<file path="src/panel_pkg.sv">
`default_nettype none

package panel_pkg;

    // panel keys, from the high bit down: clear, extd_addr, addr_load, dep, exam, cont, dsel
    localparam int KEY_W = 7;
    localparam int KEY_DSEL = 0;

    typedef logic [KEY_W-1:0] key_vec_t;

    // one command pulse set, held for three cycles per accepted press group
    typedef struct packed {
        logic     trigger;
        key_vec_t keys;
    } panel_cmd_t;

    typedef logic [5:0] dsel_vec_t;
    typedef logic [4:0] led_vec_t;

    // the selector comes out of reset on its top position
    localparam dsel_vec_t DSEL_RESET = 6'b100000;

    typedef logic [7:0]  apb_addr_t;
    typedef logic [31:0] apb_data_t;
    typedef logic [15:0] count_t;

    typedef struct packed {
        logic      psel;
        logic      penable;
        logic      pwrite;
        apb_addr_t paddr;
        apb_data_t pwdata;
    } apb_req_t;

    typedef struct packed {
        apb_data_t prdata;
        logic      pready;
        logic      pslverr;
    } apb_rsp_t;

    localparam apb_addr_t REG_EVENT  = 8'h00;
    localparam apb_addr_t REG_MASK   = 8'h04;
    localparam apb_addr_t REG_STATUS = 8'h08;
    localparam apb_addr_t REG_COUNT  = 8'h0C;
    localparam int STATUS_BUSY_BIT = 8;

    // the lockout lasts 2**DBNCE_BITS cycles, kept short for simulation
    localparam int DBNCE_BITS = 4;
    typedef logic [DBNCE_BITS:0] dbnce_cnt_t;

    typedef enum logic [2:0] {
        LATCH,
        WAIT,
        TRIG1,
        TRIG2,
        TRIG3,
        DELAY,
        REENABLE
    } seq_state_t;

endpackage

`default_nettype wire

</file>
<file path="src/display_select.sv">
`default_nettype none

module display_select (
    input  wire                      clk,
    input  wire                      reset,
    input  wire panel_pkg::panel_cmd_t cmd,
    output panel_pkg::dsel_vec_t     dsel,
    output panel_pkg::led_vec_t      dsel_led
);

    logic trig_q;
    logic step;

    // one step per press group, taken on the first trigger cycle
    always_comb
    begin
        step = cmd.trigger & ~trig_q & cmd.keys[panel_pkg::KEY_DSEL];
    end

    always_ff @(posedge clk)
    begin
        if (reset)
        begin
            trig_q <= 1'b0;
            dsel   <= panel_pkg::DSEL_RESET;
        end
        else
        begin
            trig_q <= cmd.trigger;
            if (step)
            begin
                // rotate right, wrapping the low bit back to the top
                dsel <= {dsel[0], dsel[5:1]};
            end
        end
    end

    // two LED groups of two and three lamps show the selected position
    always_comb
    begin
        case (dsel)
            6'b100000: dsel_led = 5'b01100;
            6'b010000: dsel_led = 5'b01010;
            6'b001000: dsel_led = 5'b01001;
            6'b000100: dsel_led = 5'b10100;
            6'b000010: dsel_led = 5'b10010;
            6'b000001: dsel_led = 5'b10001;
            default:   dsel_led = 5'b01100;
        endcase
    end

endmodule

`default_nettype wire

</file>
<file path="src/front_panel_top.sv">
`default_nettype none

module front_panel_top (
    input  wire                      clk,
    input  wire                      reset,
    input  wire panel_pkg::key_vec_t keys,
    input  wire panel_pkg::apb_req_t apb_req,
    output panel_pkg::apb_rsp_t      apb_rsp,
    output panel_pkg::panel_cmd_t    cmd,
    output logic                     busy,
    output panel_pkg::dsel_vec_t     dsel,
    output panel_pkg::led_vec_t      dsel_led
);

    panel_pkg::key_vec_t latched;
    panel_pkg::key_vec_t mask;
    logic                capture_en;
    logic                flush;

    switch_capture u_switch_capture (
        .clk        (clk),
        .reset      (reset),
        .keys       (keys),
        .mask       (mask),
        .capture_en (capture_en),
        .flush      (flush),
        .latched    (latched)
    );

    // the sequencer owns the command pulses and the lockout
    panel_sequencer u_panel_sequencer (
        .clk        (clk),
        .reset      (reset),
        .latched    (latched),
        .capture_en (capture_en),
        .flush      (flush),
        .cmd        (cmd),
        .busy       (busy)
    );

    display_select u_display_select (
        .clk      (clk),
        .reset    (reset),
        .cmd      (cmd),
        .dsel     (dsel),
        .dsel_led (dsel_led)
    );

    panel_apb_regs u_panel_apb_regs (
        .clk     (clk),
        .reset   (reset),
        .apb_req (apb_req),
        .apb_rsp (apb_rsp),
        .cmd     (cmd),
        .dsel    (dsel),
        .busy    (busy),
        .mask    (mask)
    );

endmodule

`default_nettype wire

</file>
<file path="src/panel_apb_regs.sv">
`default_nettype none

module panel_apb_regs (
    input  wire                      clk,
    input  wire                      reset,
    input  wire panel_pkg::apb_req_t apb_req,
    output panel_pkg::apb_rsp_t      apb_rsp,
    input  wire panel_pkg::panel_cmd_t cmd,
    input  wire panel_pkg::dsel_vec_t  dsel,
    input  wire                      busy,
    output panel_pkg::key_vec_t      mask
);

    logic                 trig_q;
    logic                 trig_rise;
    logic                 access;
    logic                 rd_en;
    logic                 wr_en;
    logic                 addr_hit;
    panel_pkg::apb_data_t rd_data;
    panel_pkg::key_vec_t  event_q;
    panel_pkg::key_vec_t  mask_q;
    panel_pkg::count_t    count_q;

    always_comb
    begin
        trig_rise = cmd.trigger & ~trig_q;
        access    = apb_req.psel & apb_req.penable;
        rd_en     = access & ~apb_req.pwrite;
        wr_en     = access & apb_req.pwrite;
    end

    // register decode, unmapped addresses answer with an error
    always_comb
    begin
        addr_hit = 1'b1;
        rd_data  = '0;
        case (apb_req.paddr)
            panel_pkg::REG_EVENT:  rd_data = panel_pkg::apb_data_t'(event_q);
            panel_pkg::REG_MASK:   rd_data = panel_pkg::apb_data_t'(mask_q);
            panel_pkg::REG_STATUS:
            begin
                rd_data[5:0]                      = dsel;
                rd_data[panel_pkg::STATUS_BUSY_BIT] = busy;
            end
            panel_pkg::REG_COUNT:  rd_data = panel_pkg::apb_data_t'(count_q);
            default:               addr_hit = 1'b0;
        endcase
    end

    always_comb
    begin
        apb_rsp.prdata  = (rd_en && addr_hit) ? rd_data : '0;
        apb_rsp.pready  = 1'b1;
        apb_rsp.pslverr = access & ~addr_hit;
    end

    always_ff @(posedge clk)
    begin
        if (reset)
        begin
            trig_q  <= 1'b0;
            event_q <= '0;
            mask_q  <= '1;
            count_q <= '0;
        end
        else
        begin
            trig_q <= cmd.trigger;
            if (wr_en && apb_req.paddr == panel_pkg::REG_MASK)
            begin
                mask_q <= apb_req.pwdata[panel_pkg::KEY_W-1:0];
            end
            // a read clears the events, but bits arriving in the same cycle stay
            event_q <= ((rd_en && apb_req.paddr == panel_pkg::REG_EVENT) ? '0 : event_q)
                       | (trig_rise ? cmd.keys : '0);
            if (trig_rise)
            begin
                count_q <= count_q + panel_pkg::count_t'(1);
            end
        end
    end

    assign mask = mask_q;

endmodule

`default_nettype wire

</file>
<file path="src/panel_sequencer.sv">
`default_nettype none

module panel_sequencer (
    input  wire                   clk,
    input  wire                   reset,
    input  wire panel_pkg::key_vec_t latched,
    output logic                  capture_en,
    output logic                  flush,
    output panel_pkg::panel_cmd_t cmd,
    output logic                  busy
);

    panel_pkg::seq_state_t state;
    panel_pkg::dbnce_cnt_t dbnce_cnt;
    panel_pkg::dbnce_cnt_t dbnce_next;

    // the lockout ends when the next count reaches 2**DBNCE_BITS,
    // which gives exactly that many cycles in DELAY
    always_comb
    begin
        dbnce_next = dbnce_cnt + panel_pkg::dbnce_cnt_t'(1);
    end

    // keys are only accepted while idle, everything later is lost
    always_comb
    begin
        capture_en = (state == panel_pkg::LATCH);
        flush      = (state == panel_pkg::WAIT);
        busy       = (state == panel_pkg::DELAY);
    end

    always_ff @(posedge clk)
    begin
        if (reset)
        begin
            state     <= panel_pkg::LATCH;
            cmd       <= '0;
            dbnce_cnt <= '0;
        end
        else
        begin
            case (state)
                panel_pkg::LATCH:
                begin
                    if (latched != '0)
                    begin
                        state <= panel_pkg::WAIT;
                    end
                end
                panel_pkg::WAIT:
                begin
                    // the accumulator is flushed on this same edge
                    cmd.trigger <= 1'b1;
                    cmd.keys    <= latched;
                    state       <= panel_pkg::TRIG1;
                end
                panel_pkg::TRIG1:
                begin
                    state <= panel_pkg::TRIG2;
                end
                panel_pkg::TRIG2:
                begin
                    state <= panel_pkg::TRIG3;
                end
                panel_pkg::TRIG3:
                begin
                    // command pulses end here and the lockout starts
                    cmd       <= '0;
                    dbnce_cnt <= '0;
                    state     <= panel_pkg::DELAY;
                end
                panel_pkg::DELAY:
                begin
                    dbnce_cnt <= dbnce_next;
                    if (dbnce_next[panel_pkg::DBNCE_BITS])
                    begin
                        state <= panel_pkg::REENABLE;
                    end
                end
                panel_pkg::REENABLE:
                begin
                    state <= panel_pkg::LATCH;
                end
                default:
                begin
                    state <= panel_pkg::LATCH;
                end
            endcase
        end
    end

endmodule

`default_nettype wire

</file>
<file path="src/switch_capture.sv">
`default_nettype none

module switch_capture (
    input  wire                 clk,
    input  wire                 reset,
    input  wire panel_pkg::key_vec_t keys,
    input  wire panel_pkg::key_vec_t mask,
    input  wire                 capture_en,
    input  wire                 flush,
    output panel_pkg::key_vec_t latched
);

    // two flop synchronizer for the asynchronous panel keys
    panel_pkg::key_vec_t sync_meta;
    panel_pkg::key_vec_t sync_keys;

    // keys that are masked off never reach the accumulator
    panel_pkg::key_vec_t enabled_keys;

    always_comb
    begin
        enabled_keys = sync_keys & mask;
    end

    always_ff @(posedge clk)
    begin
        if (reset)
        begin
            sync_meta <= '0;
            sync_keys <= '0;
        end
        else
        begin
            sync_meta <= keys;
            sync_keys <= sync_meta;
        end
    end

    // presses are gathered while the sequencer is idle, so keys
    // pressed a little apart still end up in one group
    always_ff @(posedge clk)
    begin
        if (reset)
        begin
            latched <= '0;
        end
        else if (flush)
        begin
            latched <= '0;
        end
        else if (capture_en)
        begin
            latched <= latched | enabled_keys;
        end
    end

endmodule

`default_nettype wire

</file>
<file path="config.mk">
export PLATFORM = sky130hd
export DESIGN_NAME = front_panel_top
export DESIGN_NICKNAME = d
export VERILOG_FILES = /design/src/panel_pkg.sv /design/src/display_select.sv /design/src/front_panel_top.sv /design/src/panel_apb_regs.sv /design/src/panel_sequencer.sv /design/src/switch_capture.sv
export SDC_FILE = /design/constraint.sdc
export NUM_CORES = 1
export LEC_CHECK = 0
export ABC_AREA = 1
export BUFFER_PORTS_ARGS = -buffer_cell sky130_fd_sc_hd__buf_2
export CAP_MARGIN = 20
export CORE_MARGIN = 3
export CORE_UTILIZATION = 50
export DETAILED_ROUTE_END_ITERATION = 7
export PLACE_DENSITY_LB_ADDON = 0.05
export RECOVER_POWER = 25
export SLEW_MARGIN = 30
export SYNTH_ARGS = -nofsm -noshare
export SYNTH_HDL_FRONTEND = slang
export SYNTH_SLANG_ARGS = --single-unit
</file>
<file path="constraint.sdc">
create_clock -name clk -period 3.1 [get_ports clk]
set_input_delay 0.62 -clock clk [delete_from_list [all_inputs] [get_ports clk]]
set_output_delay 0.62 -clock clk [all_outputs]
set_load 0.05 [all_outputs]
</file>
# Yosys cells after proc, flatten, opt, wreduce, memory -nomap -nowiden
# Index checks and enable logic that the tools add are counted.
# W data, S select, Z words.
[classes]
bitwise = 12
muxes = 14
n_eq_ne = 15
addsub = 2
n_reduce_logical = 11
[ops]
columns = ["op", "n"]
rows = [
  ["$pmux W5 S5", 1],
  ["$pmux W6 S4", 1],
  ["$mux W7", 3],
  ["$pmux W3 S6", 1],
  ["$add A16 B1 Y16 const B", 1],
  ["$eq A8 B4 Y1 const B", 2],
  ["$mux W16", 1],
  ["$pmux W8 S2", 1],
  ["$or A7 B7 Y7", 2],
  ["$pmux W5 S2", 1],
  ["$eq A8 B3 Y1 const B", 1],
  ["$logic_not A8 Y1", 1],
  ["$and A7 B7 Y7", 1],
  ["$reduce_bool A7 Y1", 1],
  ["$and A1 B1 Y1", 6],
  ["$eq A3 B2 Y1 const B", 2],
  ["$eq A3 B3 Y1 const B", 2],
  ["$eq A6 B1 Y1 const B", 1],
  ["$eq A6 B2 Y1 const B", 1],
  ["$eq A6 B3 Y1 const B", 1],
  ["$eq A6 B4 Y1 const B", 1],
  ["$eq A6 B5 Y1 const B", 1],
  ["$mux W3", 2],
  ["$pmux W2 S3", 1],
  ["13 further kinds", 18],
]
[totals]
inputBits = 52
register_bits = 74
elab_cells = 66
output_inout_bits = 54

# Depth between registers and ports, before layout
[logic_depth]
ltp_word = 5
ltp_mapped = 9
depth_no_buf = 9

# Hierarchy
# A second synthesis with hierarchy kept.
[hier_totals]
hier_cells = 534
area_unflattened_um2 = 3732.3
[by_module_without_submodules]
columns = ["mod", "instances", "seq_area_each_um2", "cells_each", "area_per_inst_um2"]
rows = [
  ["panel_apb_regs", 1, 620.6, 306, 1949.4],
  ["panel_sequencer", 1, 320.3, 100, 750.7],
  ["switch_capture", 1, 420.4, 73, 670.6],
  ["display_select", 1, 140.1, 55, 361.6],
]

# Worst setup path after synthesis
# OpenSTA, ideal clock, no wires.
[synth_timing]
path_kind = "input-to-output"
from = "in apb_req[39] in the netlist's numbering"
to = "out apb_rsp[13] in the netlist's numbering"
path_stages = 6
required_ns = 2.480
n_path_buf = 1
t_arrival_ns = 2.315
slack_ns = 0.165
cell_sequence = "nor2_1 > nand2_2 > nor2_2 > nand2_2 > buf_2 > nor3_1"
[synth_lines]
columns = ["item", "line", "rtl"]
rows = [
  ["start, declared", "front_panel_top.sv:7", "input wire panel_pkg::apb_req_t apb_req,"],
  ["end, declared", "front_panel_top.sv:8", "output panel_pkg::apb_rsp_t apb_rsp,"],
]

==> flow_metrics.env <==
export IMPL_status="completed"
export IMPL_critPathBufInv=2
export IMPL_cts_buffers=9
export IMPL_yosys_cell_types_count=34
export IMPL_antenna_left=0
export IMPL_yosysSeqAreaShare=0.422
export IMPL_io_buffers=63
export IMPL_coreArea_um2=6570
export IMPL_clock_skew_final_ns=0.00664
export IMPL_setup_violations=0
export IMPL_first_pass_iters=4
export IMPL_dr_first_iter_drc_count=129
export IMPL_path_cells="buf_2 -> nor2_1 -> nand2_1 -> nor2_1 -> nand2_1 -> nand2_1 -> nor2_1 -> nor2_1 -> buf_2"
export IMPL_relSlewSlack=0.192
export IMPL_die_h_um=89.8
export IMPL_hpwl_um=5760
export IMPL_grt_usage=0.197
export IMPL_synth_cells=484
export IMPL_cts_htree_levels=3
export IMPL_top_level_ports=106
export IMPL_ys_ff_latch=74
export IMPL_route_detailed_drc=0
export IMPL_via_per_inst=4.96
export IMPL_internal_power_uw=1430
export IMPL_layout_drive_gt1_share=0.196
export IMPL_grt_max_degree=29
export IMPL_drv_slew=0
export IMPL_endpoint_kind="output pin"
export IMPL_routed_wl_um=7680
export IMPL_power_frac_seq=0.487
export IMPL_synth_area_um2=3510
export IMPL_worst_hold_path_type="reg2reg"
export IMPL_first_global_vias=2861
export IMPL_vdd_ir_drop_worst_mv=0.383
export IMPL_cts_resized=0
export IMPL_p_sw_uw=727
export IMPL_swShare=0.337
export IMPL_syn2layout_area_growth_pct=13.2
export IMPL_die_area_um2=8060
export IMPL_place_inst=628
export IMPL_antenna_found_initial=0
export IMPL_rsz0062_at_grt="no"
export IMPL_antenna_cells=0
export IMPL_grt_pass1_wl_um=13100
export IMPL_worstSetupPathType="in2out"
export IMPL_num_rows=29
export IMPL_tightestPinTransition_ns=1.21
export IMPL_cts_sinks=74
export IMPL_vias=3196
export IMPL_nNetsFinal=600
export IMPL_crit_family="simple AND/OR/NAND/NOR gates"
export IMPL_p_comb_frac=0.186
export IMPL_finalSetupTns_ns=0
export IMPL_p_leak_uw=0.00186
export IMPL_critPathSlowestCell="nor2_1"
export IMPL_yosysWarnings=0
export IMPL_critPathMaxStageDelay_ns=0.49
export IMPL_place_congestion=0.863
export IMPL_report_final_hold_viol_count=0
export IMPL_finalPower_uw=2150
export IMPL_timing_final_crit_share=0.884
export IMPL_required_ns=2.48
export IMPL_critical_path_peak_fanout=8
export IMPL_fmax_ghz=0.365
export IMPL_stdcell_count=644
export IMPL_cp_arrival_ns=2.12
export IMPL_clk_latency_ns=0.36
export IMPL_syn_avg_cell_area_um2=7.25
export IMPL_cts_setup_buffers=0
export IMPL_start_util=0.534
export IMPL_clockRootBuffer="clkbuf_8"
export IMPL_clockBufferDepth=2
export IMPL_cp_start_kind="input port"
export IMPL_layout_min_cycle_time_ns=2.74
export IMPL_powerDensity_nw_per_um2=542
export IMPL_clkTransAtPathRegs_ns=0.08
export IMPL_routedWlPerCell_um=11.9
export IMPL_grt_overflow_total=0
export IMPL_cp_common_cell="nor2_1"
export IMPL_pwr_share_clk=0.326
export IMPL_chipWidth_um=89.8
export IMPL_cts_hold_buf=0
export IMPL_fillCellCount=650
export IMPL_postLayoutCoreUtil=0.605
export IMPL_maxCapViolCount=0
export IMPL_cts_tree="yes"
-- layout by cell type, fill, tap and decap left out, types with 2 or more instances in the layout --
master / netlist / routed
nand2_2: 6 / 4
ha_1: 2 / 2
nor2_2: 3 / 3
nor2_1: 65 / 66
nand3_2: 2 / 2
nand3_1: 49 / 49
inv_2: 5 / 5
nand4_1: 10 / 10
a22oi_1: 4 / 4
buf_2: 5 / 62
inv_1: 57 / 57
o21ai_0: 21 / 21
nand2_1: 92 / 94
clkinv_4: 0 / 3
conb_1: 2 / 17
nor3_2: 2 / 2
buf_4: 18 / 2
clkinvlp_4: 0 / 2
dfxtp_1: 74 / 74
nor2_4: 6 / 5
o21ai_1: 3 / 3
a21oi_1: 32 / 32
clkbuf_8: 0 / 10
nor3_1: 8 / 8
nand3b_1: 2 / 2
-- tightest hold or removal path: cells and delay by family, from the launching register on --
| family | cells | cell delay, ns |
|---|---|---|
| DFF | 1 | 0.30 |
| and+or+nand+nor | 1 | 0.03 |
| buffers and inverters | 1 | 0.04 |
-- state kept, by name, indices dropped and copies added, names as in the netlist, 6 cells and up --
name                        count
u_switch_capture.latched        7
u_display_select.dsel           6
u_switch_capture.sync_meta      7
u_panel_sequencer.cmd           8
u_panel_apb_regs.mask           7
u_switch_capture.sync_keys      7
u_panel_apb_regs.event_q        7
u_panel_apb_regs.count_q       16
-- synthesized netlist by cell type, drive strengths merged --
cell | n | share of area
nand2 | 99 | 0.11
nor2 | 75 | 0.10
dfxtp | 74 | 0.42
inv | 62 | 0.066
nand3 | 52 | 0.081
a21oi | 32 | 0.046
buf | 29 | 0.061
o21ai | 24 | 0.034
nand4 | 11 | 0.024
nor3 | 11 | 0.022
a22oi | 4 | 0.0086
conb | 2 | 0.0021
ha | 2 | 0.0071
nand3b | 2 | 0.0043
a31o | 1 | 0.0025
o211ai | 1 | 0.0021
o21a | 1 | 0.0021
o22ai | 1 | 0.0018
or2 | 1 | 0.0018
-- final cells by class --
type                            instances  area, um^2  area share
Inverter                               62         233      0.0586
Tap cell                               93         116      0.0293
Multi-Input combinational cell        334        1630       0.409
Clock inverter                          6        50.0      0.0126
Timing Repair Buffer                   65         329      0.0828
Clock buffer                           10         138      0.0346
Sequential cell                        74        1480       0.373
-- power groups by stage --
stage | clock network (uW) | registers, uW | logic [uW]
2_1_floorplan | 0 | 1100 | 313
3_3_place_gp | 0 | 1070 | 398
3_5_place_dp | 0 | 1070 | 407
4_1_cts | 726 | 1050 | 408
5_1_grt | 767 | 1060 | 451
6_report | 703 | 1050 | 402
-- stage by stage --
step	setup slack (ns)	hold WS, ns	cell area [um^2]
final	0.360	0.405	3970
after global routing	0.204	0.426	3970
after CTS	0.468	0.407	3990
after detailed placement	0.480	0.395	3800
after global placement	0.460	0.389	3800
after floorplan	0.165	0.388	3560
-- metal layers --
| metal | vias to the layer above | wire length [um] | part of all wire | global-route usage |
|---|---|---|---|---|
| li1 | 1649 | - | - | - |
| met1 | 1439 | 3540 | 0.46 | 0.244 |
| met2 | 94 | 3460 | 0.45 | 0.320 |
| met3 | 14 | 537 | 0.070 | 0.0643 |
| met4 | 0 | 139 | 0.018 | 0.0741 |
| met5 | - | 0 | 0 | 0 |
-- path summary, 6_finish.rpt --
kind                                 startpoint                             to  slack [ns]  depth (start not counted)
setup reg to reg       u_panel_sequencer.cmd[7]    u_panel_apb_regs.count_q[8]        1.61                          9
hold reg to reg   u_switch_capture.sync_meta[6]  u_switch_capture.sync_keys[6]        0.41                          2
hold / removal    u_switch_capture.sync_meta[6]  u_switch_capture.sync_keys[6]        0.41                          2
setup / recovery                    apb_req[39]                     apb_rsp[5]        0.36                          9
-- kinds of logic after synthesis --
logic type | Yosys count | share of synthesized area
AND/OR/NAND/NOR | 251 | 0.345
AO/OA/AOI/OAI | 64 | 0.0970
flip-flops | 74 | 0.422
adder cells (fa/ha/maj) | 2 | 0.00713
buffers and inverters | 91 | 0.127
other | 2 | 0.00214
(Power assumes the default switching activity.)
